## src/otp_lc_pkg.sv

```systemverilog
`default_nettype none

package otp_lc_pkg;

  ////////////////////////////////////////
  // Word and state geometry
  ////////////////////////////////////////

  // Native OTP word
  localparam int OtpWidth     = 16;
  localparam int OtpAddrWidth = 3;

  // Life cycle state is split into native words
  localparam int NumLcWords  = 8;
  localparam int LcDataWidth = NumLcWords * OtpWidth;

  // Word counter must also hold the final count
  localparam int LciCntWidth = 4;
  localparam logic [LciCntWidth-1:0] LastLcWord = LciCntWidth'(NumLcWords - 1);

  ////////////////////////////////////////
  // Bank array
  ////////////////////////////////////////

  // Interleaved banks, low address bit selects the bank
  localparam int NumBanks     = 2;
  localparam int BankIdxWidth = 1;
  localparam int BankDepth    = 4;
  localparam int BankRowWidth = 2;

  // Command slots per bank
  localparam int BankCredits = 2;
  localparam int CreditWidth = 2;

  // Response order tracking
  localparam int OrderDepth    = 4;
  localparam int OrderPtrWidth = 2;

  ////////////////////////////////////////
  // Enums
  ////////////////////////////////////////

  typedef enum logic [2:0] {
    NoError              = 3'h0,
    MacroWriteBlankError = 3'h1,
    MacroOrderError      = 3'h2,
    FsmStateError        = 3'h3
  } otp_err_e;

  typedef enum logic {
    OtpRead  = 1'b0,
    OtpWrite = 1'b1
  } otp_cmd_e;

  // Multi-bit escalation, anything but Off counts as asserted
  typedef enum logic [3:0] {
    LcTxOn  = 4'b0101,
    LcTxOff = 4'b1010
  } lc_tx_e;

  // Sparse encoding, minimum Hamming distance 5
  typedef enum logic [8:0] {
    ResetSt     = 9'b000101011,
    IdleSt      = 9'b110011110,
    WriteSt     = 9'b101010001,
    WriteWaitSt = 9'b010000000,
    ErrorSt     = 9'b011111101
  } lci_state_e;

endpackage

`default_nettype wire

```

## src/otp_bank.sv

```systemverilog
`timescale 1ns/1ps
`default_nettype none

module otp_bank (
  input  wire logic                                clk_i,
  input  wire logic                                rst_ni,
  input  wire logic                                cmd_valid_i,
  input  wire logic [otp_lc_pkg::BankRowWidth-1:0] cmd_row_i,
  input  wire logic [otp_lc_pkg::OtpWidth-1:0]     cmd_wdata_i,
  output logic                                     rsp_valid_o,
  output logic                                     rsp_err_o,
  output logic                                     credit_return_o
);
  import otp_lc_pkg::*;

  // Fuse array, blank after reset
  logic [OtpWidth-1:0] fuse_q [BankDepth];

  // Stage one holds the command and the stored word
  logic                    s1_valid_q;
  logic [BankRowWidth-1:0] s1_row_q;
  logic [OtpWidth-1:0]     s1_wdata_q;
  logic [OtpWidth-1:0]     s1_rdata_q;
  logic [OtpWidth-1:0]     s1_rdata_d;

  // Stage two result
  logic                blank_err;
  logic                wr_en;
  logic [OtpWidth-1:0] new_word;

  ////////////////////////////////////////
  // Blank check and program
  ////////////////////////////////////////

  // A zero in the data over a burnt fuse cannot be programmed
  assign blank_err = |(s1_rdata_q & ~s1_wdata_q);
  assign wr_en     = s1_valid_q && !blank_err;
  assign new_word  = s1_rdata_q | s1_wdata_q;

  // Forward the word being burnt to a read of the same row
  always_comb begin : p_read
    s1_rdata_d = fuse_q[cmd_row_i];
    if (wr_en && (s1_row_q == cmd_row_i)) begin
      s1_rdata_d = new_word;
    end
  end

  always_ff @(posedge clk_i or negedge rst_ni) begin : p_fuse
    if (!rst_ni) begin
      for (int r = 0; r < BankDepth; r++) begin
        fuse_q[r] <= '0;
      end
    end else if (wr_en) begin
      fuse_q[s1_row_q] <= new_word;
    end
  end

  ////////////////////////////////////////
  // Pipeline
  ////////////////////////////////////////

  always_ff @(posedge clk_i or negedge rst_ni) begin : p_ctrl
    if (!rst_ni) begin
      s1_valid_q  <= 1'b0;
      rsp_valid_o <= 1'b0;
      rsp_err_o   <= 1'b0;
    end else begin
      s1_valid_q  <= cmd_valid_i;
      rsp_valid_o <= s1_valid_q;
      rsp_err_o   <= s1_valid_q && blank_err;
    end
  end

  always_ff @(posedge clk_i) begin : p_s1_data
    if (cmd_valid_i) begin
      s1_row_q   <= cmd_row_i;
      s1_wdata_q <= cmd_wdata_i;
      s1_rdata_q <= s1_rdata_d;
    end
  end

  // Slot is free again once the response leaves
  assign credit_return_o = rsp_valid_o;

endmodule

`default_nettype wire

```

## src/otp_cmd_router.sv

```systemverilog
`timescale 1ns/1ps
`default_nettype none

module otp_cmd_router (
  input  wire logic                                clk_i,
  input  wire logic                                rst_ni,
  input  wire logic                                otp_req_i,
  input  wire logic [otp_lc_pkg::OtpAddrWidth-1:0] otp_addr_i,
  input  wire logic [otp_lc_pkg::OtpWidth-1:0]     otp_wdata_i,
  input  wire logic [otp_lc_pkg::NumBanks-1:0]     credit_return_i,
  output logic                                     otp_gnt_o,
  output logic [otp_lc_pkg::NumBanks-1:0]          cmd_valid_o,
  output logic [otp_lc_pkg::BankRowWidth-1:0]      cmd_row_o,
  output logic [otp_lc_pkg::OtpWidth-1:0]          cmd_wdata_o,
  output logic                                     ord_push_o,
  output logic [otp_lc_pkg::BankIdxWidth-1:0]      ord_bank_o
);
  import otp_lc_pkg::*;

  logic [BankIdxWidth-1:0] bank;
  logic [BankRowWidth-1:0] row;
  logic [CreditWidth-1:0]  credit_d [NumBanks];
  logic [CreditWidth-1:0]  credit_q [NumBanks];
  logic [NumBanks-1:0]     cmd_valid_d;

  // Low address bits pick the bank, the rest is the row
  assign bank = otp_addr_i[BankIdxWidth-1:0];
  assign row  = otp_addr_i[OtpAddrWidth-1:BankIdxWidth];

  // Grant only while the target bank has a free slot
  assign otp_gnt_o = otp_req_i && (credit_q[bank] != '0);

  // Order tag goes to the merger in grant order
  assign ord_push_o = otp_gnt_o;
  assign ord_bank_o = bank;

  ////////////////////////////////////////
  // Credit accounting
  ////////////////////////////////////////

  always_comb begin : p_credit
    cmd_valid_d = '0;
    for (int b = 0; b < NumBanks; b++) begin
      cmd_valid_d[b] = otp_gnt_o && (bank == BankIdxWidth'(b));
      credit_d[b]    = credit_q[b] - CreditWidth'(cmd_valid_d[b])
                     + CreditWidth'(credit_return_i[b]);
    end
  end

  always_ff @(posedge clk_i or negedge rst_ni) begin : p_ctrl
    if (!rst_ni) begin
      cmd_valid_o <= '0;
      for (int b = 0; b < NumBanks; b++) begin
        credit_q[b] <= CreditWidth'(BankCredits);
      end
    end else begin
      cmd_valid_o <= cmd_valid_d;
      credit_q    <= credit_d;
    end
  end

  // Command payload, shared by all banks
  always_ff @(posedge clk_i) begin : p_payload
    if (otp_gnt_o) begin
      cmd_row_o   <= row;
      cmd_wdata_o <= otp_wdata_i;
    end
  end

  // Returned credits never exceed the slots of a bank
  for (genvar b = 0; b < NumBanks; b++) begin : g_chk
    a_credit_max: assert property (@(posedge clk_i) disable iff (!rst_ni)
      credit_q[b] <= CreditWidth'(BankCredits));
  end

endmodule

`default_nettype wire

```

## src/otp_lc_prog_top.sv

```systemverilog
`timescale 1ns/1ps
`default_nettype none

module otp_lc_prog_top (
  input  wire logic                               clk_i,
  input  wire logic                               rst_ni,
  input  wire logic                               lci_en_i,
  input  wire otp_lc_pkg::lc_tx_e                 escalate_en_i,
  input  wire logic                               lc_req_i,
  input  wire logic [otp_lc_pkg::LcDataWidth-1:0] lc_data_i,
  output logic                                    lc_ack_o,
  output logic                                    lc_err_o,
  output otp_lc_pkg::otp_err_e                    error_o,
  output logic                                    fsm_err_o,
  output logic                                    lci_prog_idle_o
);
  import otp_lc_pkg::*;

  // Interface to router
  logic                    otp_req, otp_gnt, wr_req;
  otp_cmd_e                otp_cmd;
  logic [OtpAddrWidth-1:0] otp_addr;
  logic [OtpWidth-1:0]     otp_wdata;

  // Router to banks
  logic [NumBanks-1:0]     cmd_valid, credit_return;
  logic [BankRowWidth-1:0] cmd_row;
  logic [OtpWidth-1:0]     cmd_wdata;

  // Banks and router to merger
  logic [NumBanks-1:0]     rsp_valid, rsp_err;
  logic                    ord_push;
  logic [BankIdxWidth-1:0] ord_bank;
  logic                    otp_rvalid;
  otp_err_e                otp_err;

  otp_lci u_lci (
    .clk_i, .rst_ni, .lci_en_i, .escalate_en_i, .lc_req_i, .lc_data_i,
    .lc_ack_o, .lc_err_o, .error_o, .fsm_err_o, .lci_prog_idle_o,
    .otp_req_o(otp_req), .otp_cmd_o(otp_cmd), .otp_addr_o(otp_addr),
    .otp_wdata_o(otp_wdata), .otp_gnt_i(otp_gnt),
    .otp_rvalid_i(otp_rvalid), .otp_err_i(otp_err)
  );

  // Only writes are routed to the banks
  assign wr_req = otp_req && (otp_cmd == OtpWrite);

  otp_cmd_router u_router (
    .clk_i, .rst_ni,
    .otp_req_i(wr_req), .otp_addr_i(otp_addr), .otp_wdata_i(otp_wdata),
    .credit_return_i(credit_return), .otp_gnt_o(otp_gnt),
    .cmd_valid_o(cmd_valid), .cmd_row_o(cmd_row), .cmd_wdata_o(cmd_wdata),
    .ord_push_o(ord_push), .ord_bank_o(ord_bank)
  );

  for (genvar b = 0; b < NumBanks; b++) begin : g_bank
    otp_bank u_bank (
      .clk_i, .rst_ni,
      .cmd_valid_i(cmd_valid[b]), .cmd_row_i(cmd_row), .cmd_wdata_i(cmd_wdata),
      .rsp_valid_o(rsp_valid[b]), .rsp_err_o(rsp_err[b]),
      .credit_return_o(credit_return[b])
    );
  end

  otp_rsp_merge u_merge (
    .clk_i, .rst_ni, .ord_push_i(ord_push), .ord_bank_i(ord_bank),
    .rsp_valid_i(rsp_valid), .rsp_err_i(rsp_err),
    .otp_rvalid_o(otp_rvalid), .otp_err_o(otp_err)
  );

endmodule

`default_nettype wire

```

## src/otp_lci.sv

```systemverilog
`timescale 1ns/1ps
`default_nettype none

module otp_lci (
  input  wire logic                               clk_i,
  input  wire logic                               rst_ni,
  input  wire logic                               lci_en_i,
  input  wire otp_lc_pkg::lc_tx_e                 escalate_en_i,
  // Transition request from the life cycle controller
  input  wire logic                               lc_req_i,
  input  wire logic [otp_lc_pkg::LcDataWidth-1:0] lc_data_i,
  output logic                                    lc_ack_o,
  output logic                                    lc_err_o,
  output otp_lc_pkg::otp_err_e                    error_o,
  output logic                                    fsm_err_o,
  output logic                                    lci_prog_idle_o,
  // Write command side
  output logic                                    otp_req_o,
  output otp_lc_pkg::otp_cmd_e                    otp_cmd_o,
  output logic [otp_lc_pkg::OtpAddrWidth-1:0]     otp_addr_o,
  output logic [otp_lc_pkg::OtpWidth-1:0]         otp_wdata_o,
  input  wire logic                               otp_gnt_i,
  // Merged responses, in issue order
  input  wire logic                               otp_rvalid_i,
  input  wire otp_lc_pkg::otp_err_e               otp_err_i
);
  import otp_lc_pkg::*;

  lci_state_e state_d, state_q;
  otp_err_e   error_d, error_q;

  // Issue and response counters, each with a shadow copy
  logic [LciCntWidth-1:0] iss_q, iss_dup_q;
  logic [LciCntWidth-1:0] rsp_q, rsp_dup_q;
  logic cnt_clr, iss_inc, rsp_inc, cnt_err;
  logic esc_en;

  logic [NumLcWords-1:0][OtpWidth-1:0] data;

  assign data    = lc_data_i;
  assign error_o = error_q;
  assign esc_en  = (escalate_en_i != LcTxOff);

  // Any divergence of a shadow counter is treated as a fault
  assign cnt_err = (iss_q != iss_dup_q) || (rsp_q != rsp_dup_q);

  ////////////////////////////////////////
  // Controller FSM
  ////////////////////////////////////////

  always_comb begin : p_fsm
    state_d         = state_q;
    error_d         = error_q;
    cnt_clr         = 1'b0;
    iss_inc         = 1'b0;
    rsp_inc         = 1'b0;
    lci_prog_idle_o = 1'b0;
    otp_req_o       = 1'b0;
    otp_cmd_o       = OtpRead;
    lc_ack_o        = 1'b0;
    lc_err_o        = 1'b0;
    fsm_err_o       = 1'b0;

    case (state_q)
      // Wait for the enable after reset
      ResetSt: begin
        if (lci_en_i) begin
          state_d = IdleSt;
        end
      end
      IdleSt: begin
        lci_prog_idle_o = 1'b1;
        if (lc_req_i) begin
          state_d = WriteSt;
          cnt_clr = 1'b1;
        end
      end
      // Issue words back to back, responses may already return here
      WriteSt: begin
        otp_req_o = 1'b1;
        otp_cmd_o = OtpWrite;
        if (otp_gnt_i) begin
          iss_inc = 1'b1;
          if (iss_q == LastLcWord) begin
            state_d = WriteWaitSt;
          end
        end
        if (otp_rvalid_i) begin
          rsp_inc = 1'b1;
          // Keep only the first error code
          if (otp_err_i != NoError && error_q == NoError) begin
            error_d = otp_err_i;
          end
        end
      end
      // Drain remaining responses, all words are programmed even after an error
      WriteWaitSt: begin
        if (otp_rvalid_i) begin
          rsp_inc = 1'b1;
          if (otp_err_i != NoError && error_q == NoError) begin
            error_d = otp_err_i;
          end
          if (rsp_q == LastLcWord) begin
            lc_ack_o = 1'b1;
            state_d  = IdleSt;
            if (error_d != NoError) begin
              lc_err_o = 1'b1;
              state_d  = ErrorSt;
            end
          end
        end
      end
      // Terminal, never left without reset
      ErrorSt: begin
        if (error_q == NoError) begin
          error_d = FsmStateError;
        end
      end
      // Glitched into an undefined encoding
      default: begin
        state_d   = ErrorSt;
        fsm_err_o = 1'b1;
      end
    endcase

    // Escalation and counter faults override everything
    if (esc_en || cnt_err) begin
      state_d   = ErrorSt;
      fsm_err_o = 1'b1;
      if (error_q == NoError) begin
        error_d = FsmStateError;
      end
    end
  end

  ////////////////////////////////////////
  // Command outputs
  ////////////////////////////////////////

  // Word address equals the issue count
  assign otp_addr_o  = iss_q[OtpAddrWidth-1:0];
  assign otp_wdata_o = otp_req_o ? data[iss_q[OtpAddrWidth-1:0]] : '0;

  ////////////////////////////////////////
  // Registers
  ////////////////////////////////////////

  always_ff @(posedge clk_i or negedge rst_ni) begin : p_state
    if (!rst_ni) begin
      state_q <= ResetSt;
      error_q <= NoError;
    end else begin
      state_q <= state_d;
      error_q <= error_d;
    end
  end

  // Primary counters
  always_ff @(posedge clk_i or negedge rst_ni) begin : p_cnt
    if (!rst_ni) begin
      iss_q <= '0;
      rsp_q <= '0;
    end else if (cnt_clr) begin
      iss_q <= '0;
      rsp_q <= '0;
    end else begin
      iss_q <= iss_q + LciCntWidth'(iss_inc);
      rsp_q <= rsp_q + LciCntWidth'(rsp_inc);
    end
  end

  // Shadow counters
  always_ff @(posedge clk_i or negedge rst_ni) begin : p_cnt_dup
    if (!rst_ni) begin
      iss_dup_q <= '0;
      rsp_dup_q <= '0;
    end else if (cnt_clr) begin
      iss_dup_q <= '0;
      rsp_dup_q <= '0;
    end else begin
      iss_dup_q <= iss_dup_q + LciCntWidth'(iss_inc);
      rsp_dup_q <= rsp_dup_q + LciCntWidth'(rsp_inc);
    end
  end

  ////////////////////////////////////////
  // Assertions
  ////////////////////////////////////////

  a_outputs_known: assert property (@(posedge clk_i) disable iff (!rst_ni)
    !$isunknown({lc_ack_o, lc_err_o, error_o, fsm_err_o, lci_prog_idle_o,
                 otp_req_o, otp_cmd_o, otp_addr_o, otp_wdata_o}));

  // A response can only follow a granted word
  a_rsp_le_iss: assert property (@(posedge clk_i) disable iff (!rst_ni)
    rsp_q <= iss_q);

endmodule

`default_nettype wire

```

## src/otp_rsp_merge.sv

```systemverilog
`timescale 1ns/1ps
`default_nettype none

module otp_rsp_merge (
  input  wire logic                                clk_i,
  input  wire logic                                rst_ni,
  input  wire logic                                ord_push_i,
  input  wire logic [otp_lc_pkg::BankIdxWidth-1:0] ord_bank_i,
  input  wire logic [otp_lc_pkg::NumBanks-1:0]     rsp_valid_i,
  input  wire logic [otp_lc_pkg::NumBanks-1:0]     rsp_err_i,
  output logic                                     otp_rvalid_o,
  output otp_lc_pkg::otp_err_e                     otp_err_o
);
  import otp_lc_pkg::*;

  // Order queue of bank indices
  logic [BankIdxWidth-1:0]  ord_q [OrderDepth];
  logic [OrderPtrWidth-1:0] wr_ptr_q, rd_ptr_q;
  logic [OrderPtrWidth:0]   cnt_q;
  logic                     pop;
  logic [BankIdxWidth-1:0]  rsp_bank;

  // Locate the responding bank
  always_comb begin : p_sel
    rsp_bank = '0;
    for (int b = 0; b < NumBanks; b++) begin
      if (rsp_valid_i[b]) begin
        rsp_bank = BankIdxWidth'(b);
      end
    end
  end

  assign otp_rvalid_o = |rsp_valid_i;
  assign pop          = otp_rvalid_o && (cnt_q != '0);

  // Head mismatch or empty queue means out of order
  always_comb begin : p_err
    otp_err_o = NoError;
    if (otp_rvalid_o) begin
      if (cnt_q == '0 || rsp_bank != ord_q[rd_ptr_q]) begin
        otp_err_o = MacroOrderError;
      end else if (rsp_err_i[rsp_bank]) begin
        otp_err_o = MacroWriteBlankError;
      end
    end
  end

  always_ff @(posedge clk_i or negedge rst_ni) begin : p_ptr
    if (!rst_ni) begin
      wr_ptr_q <= '0;
      rd_ptr_q <= '0;
      cnt_q    <= '0;
    end else begin
      wr_ptr_q <= wr_ptr_q + OrderPtrWidth'(ord_push_i);
      rd_ptr_q <= rd_ptr_q + OrderPtrWidth'(pop);
      cnt_q    <= cnt_q + (OrderPtrWidth+1)'(ord_push_i) - (OrderPtrWidth+1)'(pop);
    end
  end

  always_ff @(posedge clk_i) begin : p_mem
    if (ord_push_i) begin
      ord_q[wr_ptr_q] <= ord_bank_i;
    end
  end

  a_one_rsp: assert property (@(posedge clk_i) disable iff (!rst_ni)
    $onehot0(rsp_valid_i));

  // Credits bound the outstanding words, so the queue never fills past depth
  a_no_overflow: assert property (@(posedge clk_i) disable iff (!rst_ni)
    !(ord_push_i && !pop && cnt_q == (OrderPtrWidth+1)'(OrderDepth)));

endmodule

`default_nettype wire
```

## config.mk

```make
export PLATFORM = sky130hd
export DESIGN_NAME = otp_lc_prog_top
export DESIGN_NICKNAME = d
export VERILOG_FILES = /design/src/otp_lc_pkg.sv /design/src/otp_bank.sv /design/src/otp_cmd_router.sv /design/src/otp_lc_prog_top.sv /design/src/otp_lci.sv /design/src/otp_rsp_merge.sv
export SDC_FILE = /design/constraint.sdc
export NUM_CORES = 1
export LEC_CHECK = 0
export BUFFER_PORTS_ARGS = -buffer_cell sky130_fd_sc_hd__clkbuf_2
export CORE_MARGIN = 10
export CORE_UTILIZATION = 35
export CTS_CLUSTER_DIAMETER = 200
export DETAILED_ROUTE_END_ITERATION = 8
export HOLD_SLACK_MARGIN = 0.1
export SLEW_MARGIN = 15
export SYNTH_ARGS = -nofsm -noshare
export SYNTH_HDL_FRONTEND = slang
export SYNTH_SLANG_ARGS = --single-unit
```

## constraint.sdc

```tcl
create_clock -name clk_i -period 3.4 [get_ports clk_i]
set_input_delay 0.68 -clock clk_i [delete_from_list [all_inputs] [get_ports clk_i]]
set_output_delay 0.68 -clock clk_i [all_outputs]
set_load 0.05 [all_outputs]
```

Word-level counts from Yosys, hierarchy flattened

Memory sizes are Yosys's and may differ from the RTL's.
Index checks and enable logic that the tools add are counted.

Order comparisons: 8
Equality and inequality tests: 20
Muxes and demuxes: 65
Reductions and logical operators: 30
Add/sub/neg operators: 12
Bitwise logic cells: 11

Operators with widths:

| operator                                                        | number |
|---|---|
| 16-bit two-way mux                                              | 9 |
| 64-bit bitwise mux                                              | 2 |
| 9-bit two-way mux                                               | 8 |
| 16-bit binary-select mux with 2-bit select                      | 2 |
| 16-bit demux with 2-bit select                                  | 2 |
| 16-bit binary-select mux with 3-bit select                      | 1 |
| 9-bit one-hot mux with 5 select lines                           | 1 |
| 16-bit AND                                                      | 2 |
| 16-bit inverter                                                 | 2 |
| 16-bit OR                                                       | 2 |
| 16-bit OR reduction                                             | 2 |
| 3-bit two-way mux                                               | 10 |
| 1-bit two-way mux                                               | 22 |
| 9-bit by 8-bit == test with 1-bit output, second input constant | 2 |
| 9-bit == test, second input constant                            | 2 |
| 4-bit by 1-bit adder with 4-bit output                          | 4 |
| 4-bit two-way mux                                               | 4 |
| 1-bit logical AND                                               | 13 |
| 3-bit by 1-bit != test with 1-bit output, second input constant | 4 |
| 9-bit by 6-bit == test with 1-bit output, second input constant | 1 |
| 3-bit greater-or-equal comparator, second input constant        | 3 |
| 2-bit inverter with 3-bit output                                | 3 |
| 3-bit one-hot mux with 3 select lines                           | 1 |
| 3-bit nonzero test                                              | 3 |
| other kinds (25)                                                | 41 |

Word-level logic and storage cells: 181
Register bits after elaboration: 261
Memory bits (writable): 4
Memories: 1
Output and inout bits: 7

Memory list:

| name          | depth | bits a word | read ports | clocked after Yosys merged registers in | wr ports | line                | RTL |
|---|---|---|---|---|---|---|---|
| u_merge.ord_q | 4     | 1           | 1          | 0                                       | 1        | otp_rsp_merge.sv:17 | `logic [BankIdxWidth-1:0] ord_q [OrderDepth];` |

Longest topological paths before layout

Gate-level depths: netlist (run 1).

Depth in word-level cells: 17
Mapped depth: 9

Modules after synthesis

A second synthesis (run 1) with hierarchy kept.

Cells, all modules: 833
Area total of the unflattened synthesis: 12739.7 sq um

By module, submodules not included:

| module          | cells an instance | instances | area each (sq um) | seq. area each (sq um) |
|---|---|---|---|---|
| otp_bank        | 254               | 2         | 4364.2            | 2697.6 |
| otp_lci         | 234               | 1         | 2621.3            | 705.7 |
| otp_cmd_router  | 46                | 1         | 844.6             | 693.2 |
| otp_rsp_merge   | 44                | 1         | 539.3             | 295.3 |
| otp_lc_prog_top | 1                 | 1         | 6.3               | 0.0 |

Worst setup path before layout (run 1)

Ideal clock, no wire load.

Kind: flip-flop to output port
From: register u_lci.state_q[5]
To: output port fsm_err_o
Slack: -254 ps
Arrival time: 2974 ps
Stages on the path, launching flop included: 6
Required time: 2720 ps
Cells stage by stage: dfstp_2 -> nand3b_1 -> nor4_1 -> nand2b_1 -> o31ai_1 -> o31a_1

Cells in the longest elaborated chain, start to end: 4

RTL lines:

| item                                                                   | line                  | RTL |
|---|---|---|
| start: declaration                                                     | otp_lci.sv:29         | `lci_state_e state_d, state_q;` |
| start signal: assignment                                               | otp_lci.sv:150        | `state_q <= ResetSt;` |
| start signal: assignment                                               | otp_lci.sv:153        | `state_q <= state_d;` |
| 9-bit by 6-bit == test with 1-bit output, or another cell as far along | otp_lci.sv:64         | `case (state_q)` |
| 5-bit OR reduction (no line) *                                         | -                     |  |
| 1-bit two-way mux *                                                    | otp_lci.sv:64         |  |
| 1-bit two-way mux *                                                    | otp_lci.sv:127        | `if (esc_en \|\| cnt_err) begin` |
| end: declaration                                                       | otp_lc_prog_top.sv:14 | `output logic fsm_err_o,` |

Every way passes the cells marked *; elsewhere a longest branch is shown, timed or not.

Worst setup path after layout (run 1)

From: register u_lci.state_q[1]
To: output port fsm_err_o

Same word-level chain as after synthesis.

==> results.sh, run 1 <==
export IMPL_clk_pin_slew_ns=0.06
export IMPL_htree_levels=1
export IMPL_area_growth_syn_to_layout_pct=17.5
export IMPL_async_set_or_reset_flop_fraction_in_the_synthesized_netlist=0.660
export IMPL_grt_start_max_net_pins=74
export IMPL_p_per_area_nw_per_um2=429
export IMPL_hold_viol=0
export IMPL_crit_reg2reg_launch="u_lci.state_q[1]"
export IMPL_period_minus_slack_ns=3.28
export IMPL_period_share=0.966
export IMPL_critical_path_sink="fsm_err_o"
export IMPL_antenna_violations_before_repair=0
export IMPL_fillers=3259
export IMPL_design_die_area_sq_um=43900
export IMPL_grt_setup_unrepaired="no"
export IMPL_clock_sinks=265
export IMPL_max_clock_path_buffers=3
export IMPL_tritoncts_clock_tree="built"
export IMPL_via_count_of_the_first_global_routing_pass=8267
export IMPL_via_per_inst=5.03
export IMPL_clk_insertion_delay_late_ns=0.54
export IMPL_crit_path_max_fanout=5
export IMPL_critical_path_class="reg2out"
export IMPL_setup_tns_final_ns=0
export IMPL_clock_tree_root_cell="sky130_fd_sc_hd__clkbuf_16"
export IMPL_p_comb_frac=0.027
export IMPL_final_setup_skew_ns=0.0201
export IMPL_worstReg2RegEnd="u_merge.cnt_q[2]"
export IMPL_critPathRequiredTime_ns=2.72
export IMPL_cts_made_buffers=27
export IMPL_grt_remaining_overflow=0
export IMPL_report_final_slew_viol_count=0
export IMPL_worst_pin_slew_ns=0.708
export IMPL_fmaxAchievable_mhz=305
export IMPL_syn_area_per_cell_sq_um=15.4
export IMPL_seq_power_share=0.518
export IMPL_timing_final_setup_violations=0
export IMPL_fraction_of_layout_cells_with_a_size_suffix_above_1=0.486
export IMPL_ant_nets=0
export IMPL_worstPathArrival_ns=2.60
export IMPL_drt_iter0_drc=329
export IMPL_detail_route_first_pass_iterations=4
export IMPL_start_util=0.354
export IMPL_layout_core_utilization=0.417
export IMPL_peak_supply_drop_mv=0.396
export IMPL_num_ports=143
export IMPL_timing_critical_path_from="u_lci.state_q[1]"
export IMPL_power_switching_share=0.202
export IMPL_route_detailed_drc=0
export IMPL_synth_warning_count=0
export IMPL_p_int_mw=5.06
export IMPL_pwr_share_clk=0.455
export IMPL_synthDistinctLibCells=59
export IMPL_cts_hold_buffers=0
export IMPL_leading_cell_type_in_the_layout_fill_and_taps_excluded="sky130_fd_sc_hd__dfrtp_1"
export IMPL_synthesis_nets=970
export IMPL_placeableCoreArea_sq_um=35500
export IMPL_die_height_um=210
export IMPL_place_hpwl_um=19700
export IMPL_synth_flop_type="sky130_fd_sc_hd__dfrtp_1"
export IMPL_hold_path_class="in2async"
export IMPL_startpoint_type="flop"
export IMPL_slew_headroom=0.524
export IMPL_syn_cell_area_sq_um=12600
export IMPL_post_cts_setup_buffer_count=0
export IMPL_run_status="finished clean"
export IMPL_sequential_share_of_the_synthesized_area=0.564
export IMPL_route_detailed_wl_per_inst_um=18.9
export IMPL_end_kind="output port"
export IMPL_gp_congestion=0.797
export IMPL_total_leakage_power_nw=6.55
export IMPL_groute_usage_overall=0.127
export IMPL_port_buffer_count=142
export IMPL_ctsResizeCount=0
export IMPL_n_antenna_cell=0
export IMPL_first_pass_grt_wire_length_um=45300
export IMPL_layout_common_cells="sky130_fd_sc_hd__dfrtp_1 (168), sky130_fd_sc_hd__mux2_2 (159), sky130_fd_sc_hd__clkbuf_2 (141)"
export IMPL_net_switching_power_mw=1.28
export IMPL_nNetsFinal=1126
export IMPL_die_x_um=210
export IMPL_max_cap_viol_count=0
export IMPL_number_of_enable_flip_flop_cells_after_synthesis=90
export IMPL_reg2regPathDepth=8
export IMPL_synth_cells=817
export IMPL_ff2ff_setup_slack_ns=0.67
export IMPL_routed_wire_length_um=27500
export IMPL_detailroute_via_count=7319
export IMPL_placementRows=69
export IMPL_yosys_reg_bits=265
## per-stage QoR
step	instances	area [sq um]	power (mW)	hold WS [ns]	setup WS (ns)
6_report	1455	14800	6.34	0.147	0.117
5_1_grt	1455	14800	6.59	0.199	0.0552
4_1_cts	1455	14800	6.44	0.167	0.126
3_5_place_dp	1405	13900	3.52	0.375	0.466
3_3_place_gp	1405	13900	3.52	0.367	0.498
2_1_floorplan	817	12600	3.38	0.359	0.168
## state kept, by name, indices dropped and copies added (netlist names), 9 cells and up
signal	cells
u_lci.state_q	9
g_bank.u_bank.s1_wdata_q	32
g_bank.u_bank.s1_rdata_q	32
g_bank.u_bank.fuse_q	128
u_router.cmd_wdata_o	16
## how the worst min path moves through the flow
| stage | startpoint | endpoint | slack (ns) | depth (start not counted) |
|---|---|---|---|---|
| 2_1_floorplan | g_bank[0].u_bank.s1_valid_q | g_bank[0].u_bank.credit_return_o | 0.36 | 0 |
| 3_3_place_gp | g_bank[1].u_bank.s1_valid_q | g_bank[1].u_bank.credit_return_o | 0.37 | 0 |
| 3_5_place_dp | g_bank[1].u_bank.s1_valid_q | g_bank[1].u_bank.credit_return_o | 0.38 | 0 |
| 4_1_cts | rst_ni | g_bank[1].u_bank.fuse_q[27] | 0.17 | 1 |
| 5_1_grt | rst_ni | g_bank[1].u_bank.fuse_q[27] | 0.20 | 1 |
| 6_report | rst_ni | g_bank[1].u_bank.fuse_q[27] | 0.15 | 1 |
## critical path, stage by stage, from the launching register on
cell	delay, ns
sky130_fd_sc_hd__dfstp_2	0.39
sky130_fd_sc_hd__or3_1	0.44
sky130_fd_sc_hd__nor4_1	0.62
sky130_fd_sc_hd__o31ai_1	0.24
sky130_fd_sc_hd__o31a_1	0.15
sky130_fd_sc_hd__clkbuf_2	0.24
## kinds of logic after synthesis
| kind of cell | count (synthesis) | synth area share |
|---|---|---|
| adder cells (fa/ha/maj) | 17 | 0.0175 |
| flip-flops | 265 | 0.564 |
| AND/OR/NAND/NOR | 168 | 0.0828 |
| XOR/XNOR | 29 | 0.0202 |
| multiplexers | 242 | 0.273 |
| buffers and inverters | 59 | 0.0199 |
| AO/OA/AOI/OAI | 37 | 0.0228 |
## routing by layer
| layer | up-vias | track usage | part of all wire |
|---|---|---|---|
| met2 | 188 | 0.215 | 0.48 |
| li1 | 3378 | - | - |
| met5 | - | 0 | 0 |
| met4 | 0 | 0.0340 | 0.021 |
| met1 | 3714 | 0.159 | 0.44 |
| met3 | 39 | 0.0285 | 0.053 |
## Yosys cell counts, drive strengths merged (2+ instances only)
cell | number | area share
nor3b | 3 | 0.0036
and3 | 2 | 0.00099
xor2 | 6 | 0.0042
o21ai | 6 | 0.0027
dfrtp | 169 | 0.34
dfstp | 6 | 0.013
clkbuf | 12 | 0.0036
o31ai | 4 | 0.0024
xnor2 | 23 | 0.016
nor4 | 6 | 0.0042
nor2 | 33 | 0.010
or4b | 4 | 0.0032
nand3 | 11 | 0.0060
nand2 | 10 | 0.0030
a21o | 2 | 0.0012
mux2 | 160 | 0.14
o31a | 2 | 0.0014
and2 | 13 | 0.0065
buf | 27 | 0.010
nor2b | 5 | 0.0025
a211oi | 3 | 0.0022
or2 | 32 | 0.016
or3 | 3 | 0.0015
nand3b | 6 | 0.0048
a21oi | 5 | 0.0020
nand2b | 30 | 0.015
mux2i | 17 | 0.014
o2111ai | 8 | 0.0056
inv | 20 | 0.0060
mux4 | 65 | 0.12
edfxtp | 90 | 0.21
ha | 16 | 0.016
nor3 | 5 | 0.0024
## power groups by stage
stage / registers (mW) / logic (mW) / clock network, mW
2_1_floorplan: 3.35 / 0.0379 / 0
3_3_place_gp: 3.35 / 0.176 / 0
3_5_place_dp: 3.35 / 0.178 / 0
4_1_cts: 3.28 / 0.178 / 2.98
5_1_grt: 3.28 / 0.192 / 3.12
6_report: 3.28 / 0.171 / 2.89
## layout make-up
type / count / area (sq um) / share of cell area
Multi-Input combinational cell: 493 / 5250 / 0.355
Timing Repair Buffer: 166 / 935 / 0.0632
Sequential cell: 265 / 7090 / 0.480
Clock inverter: 15 / 150 / 0.0102
Tap cell: 461 / 577 / 0.0390
Clock buffer: 35 / 706 / 0.0477
Inverter: 20 / 75.1 / 0.00508
Note: power is estimated with default switching activity, not from simulation.
==> inputs of run 2 (changes only) <==
Settings changed: REMOVE_ABC_BUFFERS set to 1.
==> run 2 against run 1 <==
- worst hold slack got worse by 0.021 ns
- clock power rose by 6%
- clock-buffer cell count rose by 9
- setup slack lost 0.024 ns
- routed wire length grew 0.80%
- first-iteration DRC count grew 3.3%
- register-to-register slack worse by 0.08 ns
- via count is 0.14% higher
- die area unchanged
- power increased by 2.9%
- critical path depth grew 2
- combinational power decreased by 3%
- largest cell class unchanged
- largest power group unchanged
==> results.sh, run 2 (same netlist as run 1, synthesis figures left out) <==
export IMPL_run_status="finished clean"
export IMPL_post_dp_cell_area_sq_um=13900
export IMPL_net_switching_power_mw=1.30
export IMPL_power_switching_share=0.200
export IMPL_place_hpwl_um=19300
export IMPL_groute_usage_overall=0.126
export IMPL_nNetsFinal=1131
export IMPL_period_minus_slack_ns=3.31
export IMPL_area_growth_syn_to_layout_pct=18.3
export IMPL_num_ports=143
export IMPL_grt_remaining_overflow=0
export IMPL_cts_made_buffers=29
export IMPL_detailroute_via_count=7329
export IMPL_leading_cell_type_in_the_layout_fill_and_taps_excluded="sky130_fd_sc_hd__dfrtp_1"
export IMPL_end_kind="output port"
export IMPL_max_clock_path_buffers=3
export IMPL_htree_levels=1
export IMPL_largest_registers="g_bank.u_bank.fuse_q: 128 flops, g_bank.u_bank.s1_rdata_q: 32 flops, g_bank.u_bank.s1_wdata_q: 32 flops"
export IMPL_seq_power_share=0.503
export IMPL_hold_path_class="in2async"
export IMPL_n_antenna_cell=0
export IMPL_routed_wire_length_um=27700
export IMPL_period_share=0.973
export IMPL_detail_route_first_pass_iterations=4
export IMPL_tritoncts_clock_tree="built"
export IMPL_worst_path_largest_cell_delay_ns=0.58
export IMPL_start_util=0.354
export IMPL_crit_path_max_fanout=6
export IMPL_crit_reg2reg_launch="u_lci.state_q[1]"
export IMPL_clock_sinks=265
export IMPL_critical_path_class="reg2out"
export IMPL_via_per_inst=5.02
export IMPL_first_pass_grt_wire_length_um=45000
export IMPL_fraction_of_layout_cells_with_a_size_suffix_above_1=0.492
export IMPL_hold_viol=0
export IMPL_layout_core_utilization=0.419
export IMPL_timing_critical_path_from="u_lci.state_q[4]"
export IMPL_cp_cell_sequence="or4b_1 > nor4_4 > buf_4 > inv_1 > nor2_1 > and2_1 > clkbuf_2"
export IMPL_die_height_um=210
export IMPL_cpMaxStageDelayCell="sky130_fd_sc_hd__or4b_1"
export IMPL_timing_final_setup_violations=0
export IMPL_drt_iter0_drc=340
export IMPL_grt_start_max_net_pins=64
export IMPL_die_x_um=210
export IMPL_slew_headroom=0.530
export IMPL_power_mw=6.53
export IMPL_post_route_cell_area_sq_um=14900
export IMPL_route_detailed_drc=0
export IMPL_worstPathArrival_ns=2.63
export IMPL_via_count_of_the_first_global_routing_pass=8138
export IMPL_placementRows=69
export IMPL_critPathRequiredTime_ns=2.72
export IMPL_max_cap_viol_count=0
export IMPL_gp_congestion=0.808
export IMPL_p_int_mw=5.22
export IMPL_largest_register_ffs=128
export IMPL_ant_nets=0
export IMPL_report_final_slew_viol_count=0
export IMPL_design_die_area_sq_um=43900
export IMPL_final_setup_skew_ns=0.00837
export IMPL_pwr_share_clk=0.471
export IMPL_port_buffer_count=142
export IMPL_fmaxAchievable_mhz=302
export IMPL_antenna_violations_before_repair=0
export IMPL_largest_register="g_bank.u_bank.fuse_q"
export IMPL_startpoint_type="flop"
export IMPL_clk_insertion_delay_late_ns=0.53
export IMPL_placeableCoreArea_sq_um=35500
export IMPL_clk_pin_slew_ns=0.06
export IMPL_clock_tree_root_cell="sky130_fd_sc_hd__clkbuf_16"
export IMPL_p_comb_frac=0.025
export IMPL_holdWs_ns=0.126
export IMPL_worst_pin_slew_ns=0.699
export IMPL_total_leakage_power_nw=6.60
export IMPL_route_detailed_wl_per_inst_um=19.0
export IMPL_peak_supply_drop_mv=0.332
export IMPL_p_per_area_nw_per_um2=438
export IMPL_layout_common_cells="sky130_fd_sc_hd__dfrtp_1 (167), sky130_fd_sc_hd__mux2_2 (159), sky130_fd_sc_hd__clkbuf_2 (141)"
## run 2: changes by cell type in the layout (fill, tap and decap cells not counted), moves of 2 or more
cell / before / now
sky130_fd_sc_hd__buf_4: 21 / 25
sky130_fd_sc_hd__clkbuf_16: 27 / 29
sky130_fd_sc_hd__clkbuf_8: 0 / 6
sky130_fd_sc_hd__clkinv_1: 5 / 3
sky130_fd_sc_hd__clkinv_2: 5 / 3
## run 2: final timing paths
check	to	slack, ns	cells past startpoint
setup / recovery	lc_err_o	0.09	7
max in group asynchronous	u_router.credit_q[1]	2.43	2
setup reg to reg	u_router.credit_q[3]	0.59	9
hold reg to reg	g_bank[0].u_bank.credit_return_o	0.39	0
hold / removal	g_bank[0].u_bank.fuse_q[19]	0.13	1
min in group clk_i	g_bank[0].u_bank.credit_return_o	0.39	0
## run 2: through the flow
step | setup slack [ns] | instances | TNS (ns)
2_1_floorplan | -0.610 | 778 | -2.70
3_5_place_dp | 0.364 | 1405 | 0
4_1_cts | 0.0260 | 1458 | 0
6_report | 0.0930 | 1461 | 0
5_1_grt | -0.00487 | 1461 | -0.00487
3_3_place_gp | 0.403 | 1405 | 0
## run 2: repair_timing
item,in CTS,in global routing
hold buffers,0,0
setup buffers,0,3
gates resized for setup,0,2
setup endpoints to repair,0,2
## run 2: layout make-up
| class | count | area [sq um] |
|---|---|---|
| Fill cell | 3265 | 20600 |
| Tap cell | 461 | 577 |
| Sequential cell | 265 | 7090 |
| Clock buffer | 44 | 842 |
| Multi-Input combinational cell | 493 | 5260 |
| Timing Repair Buffer | 169 | 945 |
| Inverter | 20 | 75.1 |
| Clock inverter | 9 | 93.8 |
## run 2: power groups by stage
stage	Clock, mW	Sequential, mW	Combinational [mW]
after floorplan	0	3.35	0.0379
after global placement	0	3.35	0.168
after detailed placement	0	3.35	0.173
after CTS	3.15	3.28	0.173
after global routing	3.28	3.28	0.189
final	3.07	3.28	0.166
## run 2: critical path: cells and delay by family, from the launching register on
kind | cells | cell delay, ns
flops | 1 | 0.42
buf+inv | 3 | 0.52
simple gates | 4 | 1.15
## run 2: metal layers
layer	vias up	track usage	wire length (um)
met5	-	0	0
met4	0	0.0268	347
met3	26	0.0260	1510
met2	174	0.218	13800
met1	3734	0.159	12100
li1	3395	-	-
==> inputs of run 3 (changes only) <==
Clock period 3.4 ns to 3.3 ns, I/O delays scaled along.
==> run 3 against run 2 <==
- combinational power rose by 2%
- critical path depth fell by 1
- register-to-register slack got worse by 0.07 ns
- critical path type unchanged
- largest cell class unchanged
- largest power group unchanged
- highest routed layer unchanged
==> results.sh, run 3 (same netlist as run 1, synthesis figures left out) <==
export IMPL_run_status="finished clean"
export IMPL_place_hpwl_um=19200
export IMPL_n_antenna_cell=0
export IMPL_critPathRequiredTime_ns=2.64
export IMPL_clock_sinks=265
export IMPL_total_leakage_power_nw=6.60
export IMPL_final_setup_skew_ns=0.0121
export IMPL_first_pass_grt_wire_length_um=45100
export IMPL_fillers=3248
export IMPL_num_ports=143
export IMPL_die_x_um=210
export IMPL_design_die_area_sq_um=43900
export IMPL_p_per_area_nw_per_um2=441
export IMPL_reg2regPathDepth=9
export IMPL_timing_final_setup_violations=0
export IMPL_placeableCoreArea_sq_um=35500
export IMPL_cts_hold_buffers=0
export IMPL_tritoncts_clock_tree="built"
export IMPL_max_cap_viol_count=0
export IMPL_clk_insertion_delay_late_ns=0.54
export IMPL_regArea_sq_um=7090
export IMPL_max_clock_path_buffers=3
export IMPL_gp_congestion=0.809
export IMPL_groute_usage_overall=0.126
export IMPL_hold_viol=0
export IMPL_grt_remaining_overflow=0
export IMPL_period_share=0.971
export IMPL_area_growth_syn_to_layout_pct=18.2
export IMPL_largest_register_ffs=128
export IMPL_port_buffer_count=142
export IMPL_htree_levels=1
export IMPL_nNetsFinal=1135
export IMPL_post_dp_cell_area_sq_um=13900
export IMPL_hold_path_class="in2async"
export IMPL_layout_core_utilization=0.419
export IMPL_worst_pin_slew_ns=0.709
export IMPL_grt_start_max_net_pins=71
export IMPL_drt_iter0_drc=405
export IMPL_clk_pin_slew_ns=0.06
export IMPL_period_minus_slack_ns=3.20
export IMPL_slew_headroom=0.527
export IMPL_clock_tree_root_cell="sky130_fd_sc_hd__clkbuf_16"
export IMPL_start_util=0.354
export IMPL_dp_worst_setup_slack_ns=0.318
export IMPL_peak_supply_drop_mv=0.377
export IMPL_layout_common_cells="sky130_fd_sc_hd__dfrtp_1 (165), sky130_fd_sc_hd__mux2_2 (159), sky130_fd_sc_hd__clkbuf_2 (139)"
export IMPL_leading_cell_type_in_the_layout_fill_and_taps_excluded="sky130_fd_sc_hd__dfrtp_1"
export IMPL_routed_wire_length_um=27700
export IMPL_die_height_um=210
export IMPL_detail_route_first_pass_iterations=4
export IMPL_startpoint_type="flop"
export IMPL_fmaxAchievable_mhz=312
export IMPL_largest_register="g_bank.u_bank.fuse_q"
export IMPL_via_count_of_the_first_global_routing_pass=8141
export IMPL_placementRows=69
export IMPL_multi_input_area_sq_um=5260
export IMPL_report_final_slew_viol_count=0
export IMPL_crit_path_max_fanout=6
export IMPL_worstPathArrival_ns=2.54
export IMPL_largest_registers="g_bank.u_bank.fuse_q: 128 flops, g_bank.u_bank.s1_rdata_q: 32 flops, g_bank.u_bank.s1_wdata_q: 32 flops"
export IMPL_route_detailed_drc=0
export IMPL_postLayoutSetupSlackWorst_ns=0.0952
export IMPL_end_kind="output port"
export IMPL_fraction_of_layout_cells_with_a_size_suffix_above_1=0.496
export IMPL_ant_nets=0
export IMPL_post_route_cell_area_sq_um=14900
export IMPL_critical_path_class="reg2out"
export IMPL_antenna_violations_before_repair=0
export IMPL_detailroute_via_count=7339
export IMPL_power_mw=6.55
export IMPL_route_detailed_wl_per_inst_um=18.9
export IMPL_via_per_inst=5.01
export IMPL_cts_made_buffers=29
==> run 3: changes by cell type in the layout (fill, tap and decap cells not counted), moves of 2 or more <==
| cell | delta |
|---|---|
| sky130_fd_sc_hd__clkinv_2 | +3 |
| sky130_fd_sc_hd__clkbuf_8 | -4 |
| sky130_fd_sc_hd__clkbuf_2 | -2 |
| sky130_fd_sc_hd__buf_4 | +5 |
| sky130_fd_sc_hd__dfrtp_1 | -2 |
| sky130_fd_sc_hd__dfrtp_2 | +2 |
| sky130_fd_sc_hd__clkinv_1 | +2 |
==> run 3: layer usage <==
layer	track usage	vias to the layer above	part of all wire
met5	0	-	0
met4	0.0278	0	0.014
met3	0.0258	33	0.051
met2	0.212	167	0.49
met1	0.165	3735	0.45
li1	-	3404	-
==> run 3: metrics by stage <==
stage | std cells | hold slack, ns | TNS, ns
detailed placement | 1407 | 0.371 | 0
global placement | 1407 | 0.372 | 0
CTS | 1460 | 0.166 | 0
floorplan | 778 | 0.359 | -4.48
finish | 1465 | 0.128 | 0
global route | 1465 | 0.184 | -0.00665
==> run 3: what timing repair did <==
item / 4_1_cts / 5_1_grt
pin swaps: 0 / 1
gates resized for setup: 1 / 12
endpoints found under the setup margin: 1 / 2
buffers inserted: 0 / 5
==> run 3: worst paths after layout <==
check                      slack (ns)                                to                        start
max reg2reg                      0.52              u_router.credit_q[3]             u_lci.state_q[1]
min                              0.13       g_bank[0].u_bank.fuse_q[48]                       rst_ni
min in group clk_i               0.39  g_bank[0].u_bank.credit_return_o  g_bank[0].u_bank.s1_valid_q
max in group asynchronous        2.33              u_router.credit_q[3]                       rst_ni
max                               0.1                         fsm_err_o             u_lci.state_q[0]
min reg2reg                      0.39  g_bank[0].u_bank.credit_return_o  g_bank[0].u_bank.s1_valid_q
==> run 3: critical path, stage by stage, from the launching register on <==
cell and delay (ns):
sky130_fd_sc_hd__dfstp_2 0.58, sky130_fd_sc_hd__or4b_1 0.48, sky130_fd_sc_hd__or3_1 0.40, sky130_fd_sc_hd__nand2b_1 0.13
sky130_fd_sc_hd__o31ai_1 0.11, sky130_fd_sc_hd__o31a_1 0.16, sky130_fd_sc_hd__buf_6 0.16
==> run 3: power by group <==
part | total (mW) | switching [mW] | leakage (nW) | internal [mW]
Combinational | 0.170 | 0.0776 | 3.08 | 0.0927
Clock | 3.00 | 1.27 | 0.428 | 1.73
Sequential | 3.38 | 0 | 3.09 | 3.38
==> run 3: layout make-up <==
| cell class | instances | share of cell area |
|---|---|---|
| clock buffer | 40 | 0.0529 |
| clock inverter | 13 | 0.00581 |
| inverter | 20 | 0.00505 |
| multi-input combinational | 493 | 0.354 |
| sequential | 265 | 0.477 |
| tap | 461 | 0.0388 |
| timing repair buffer | 173 | 0.0662 |
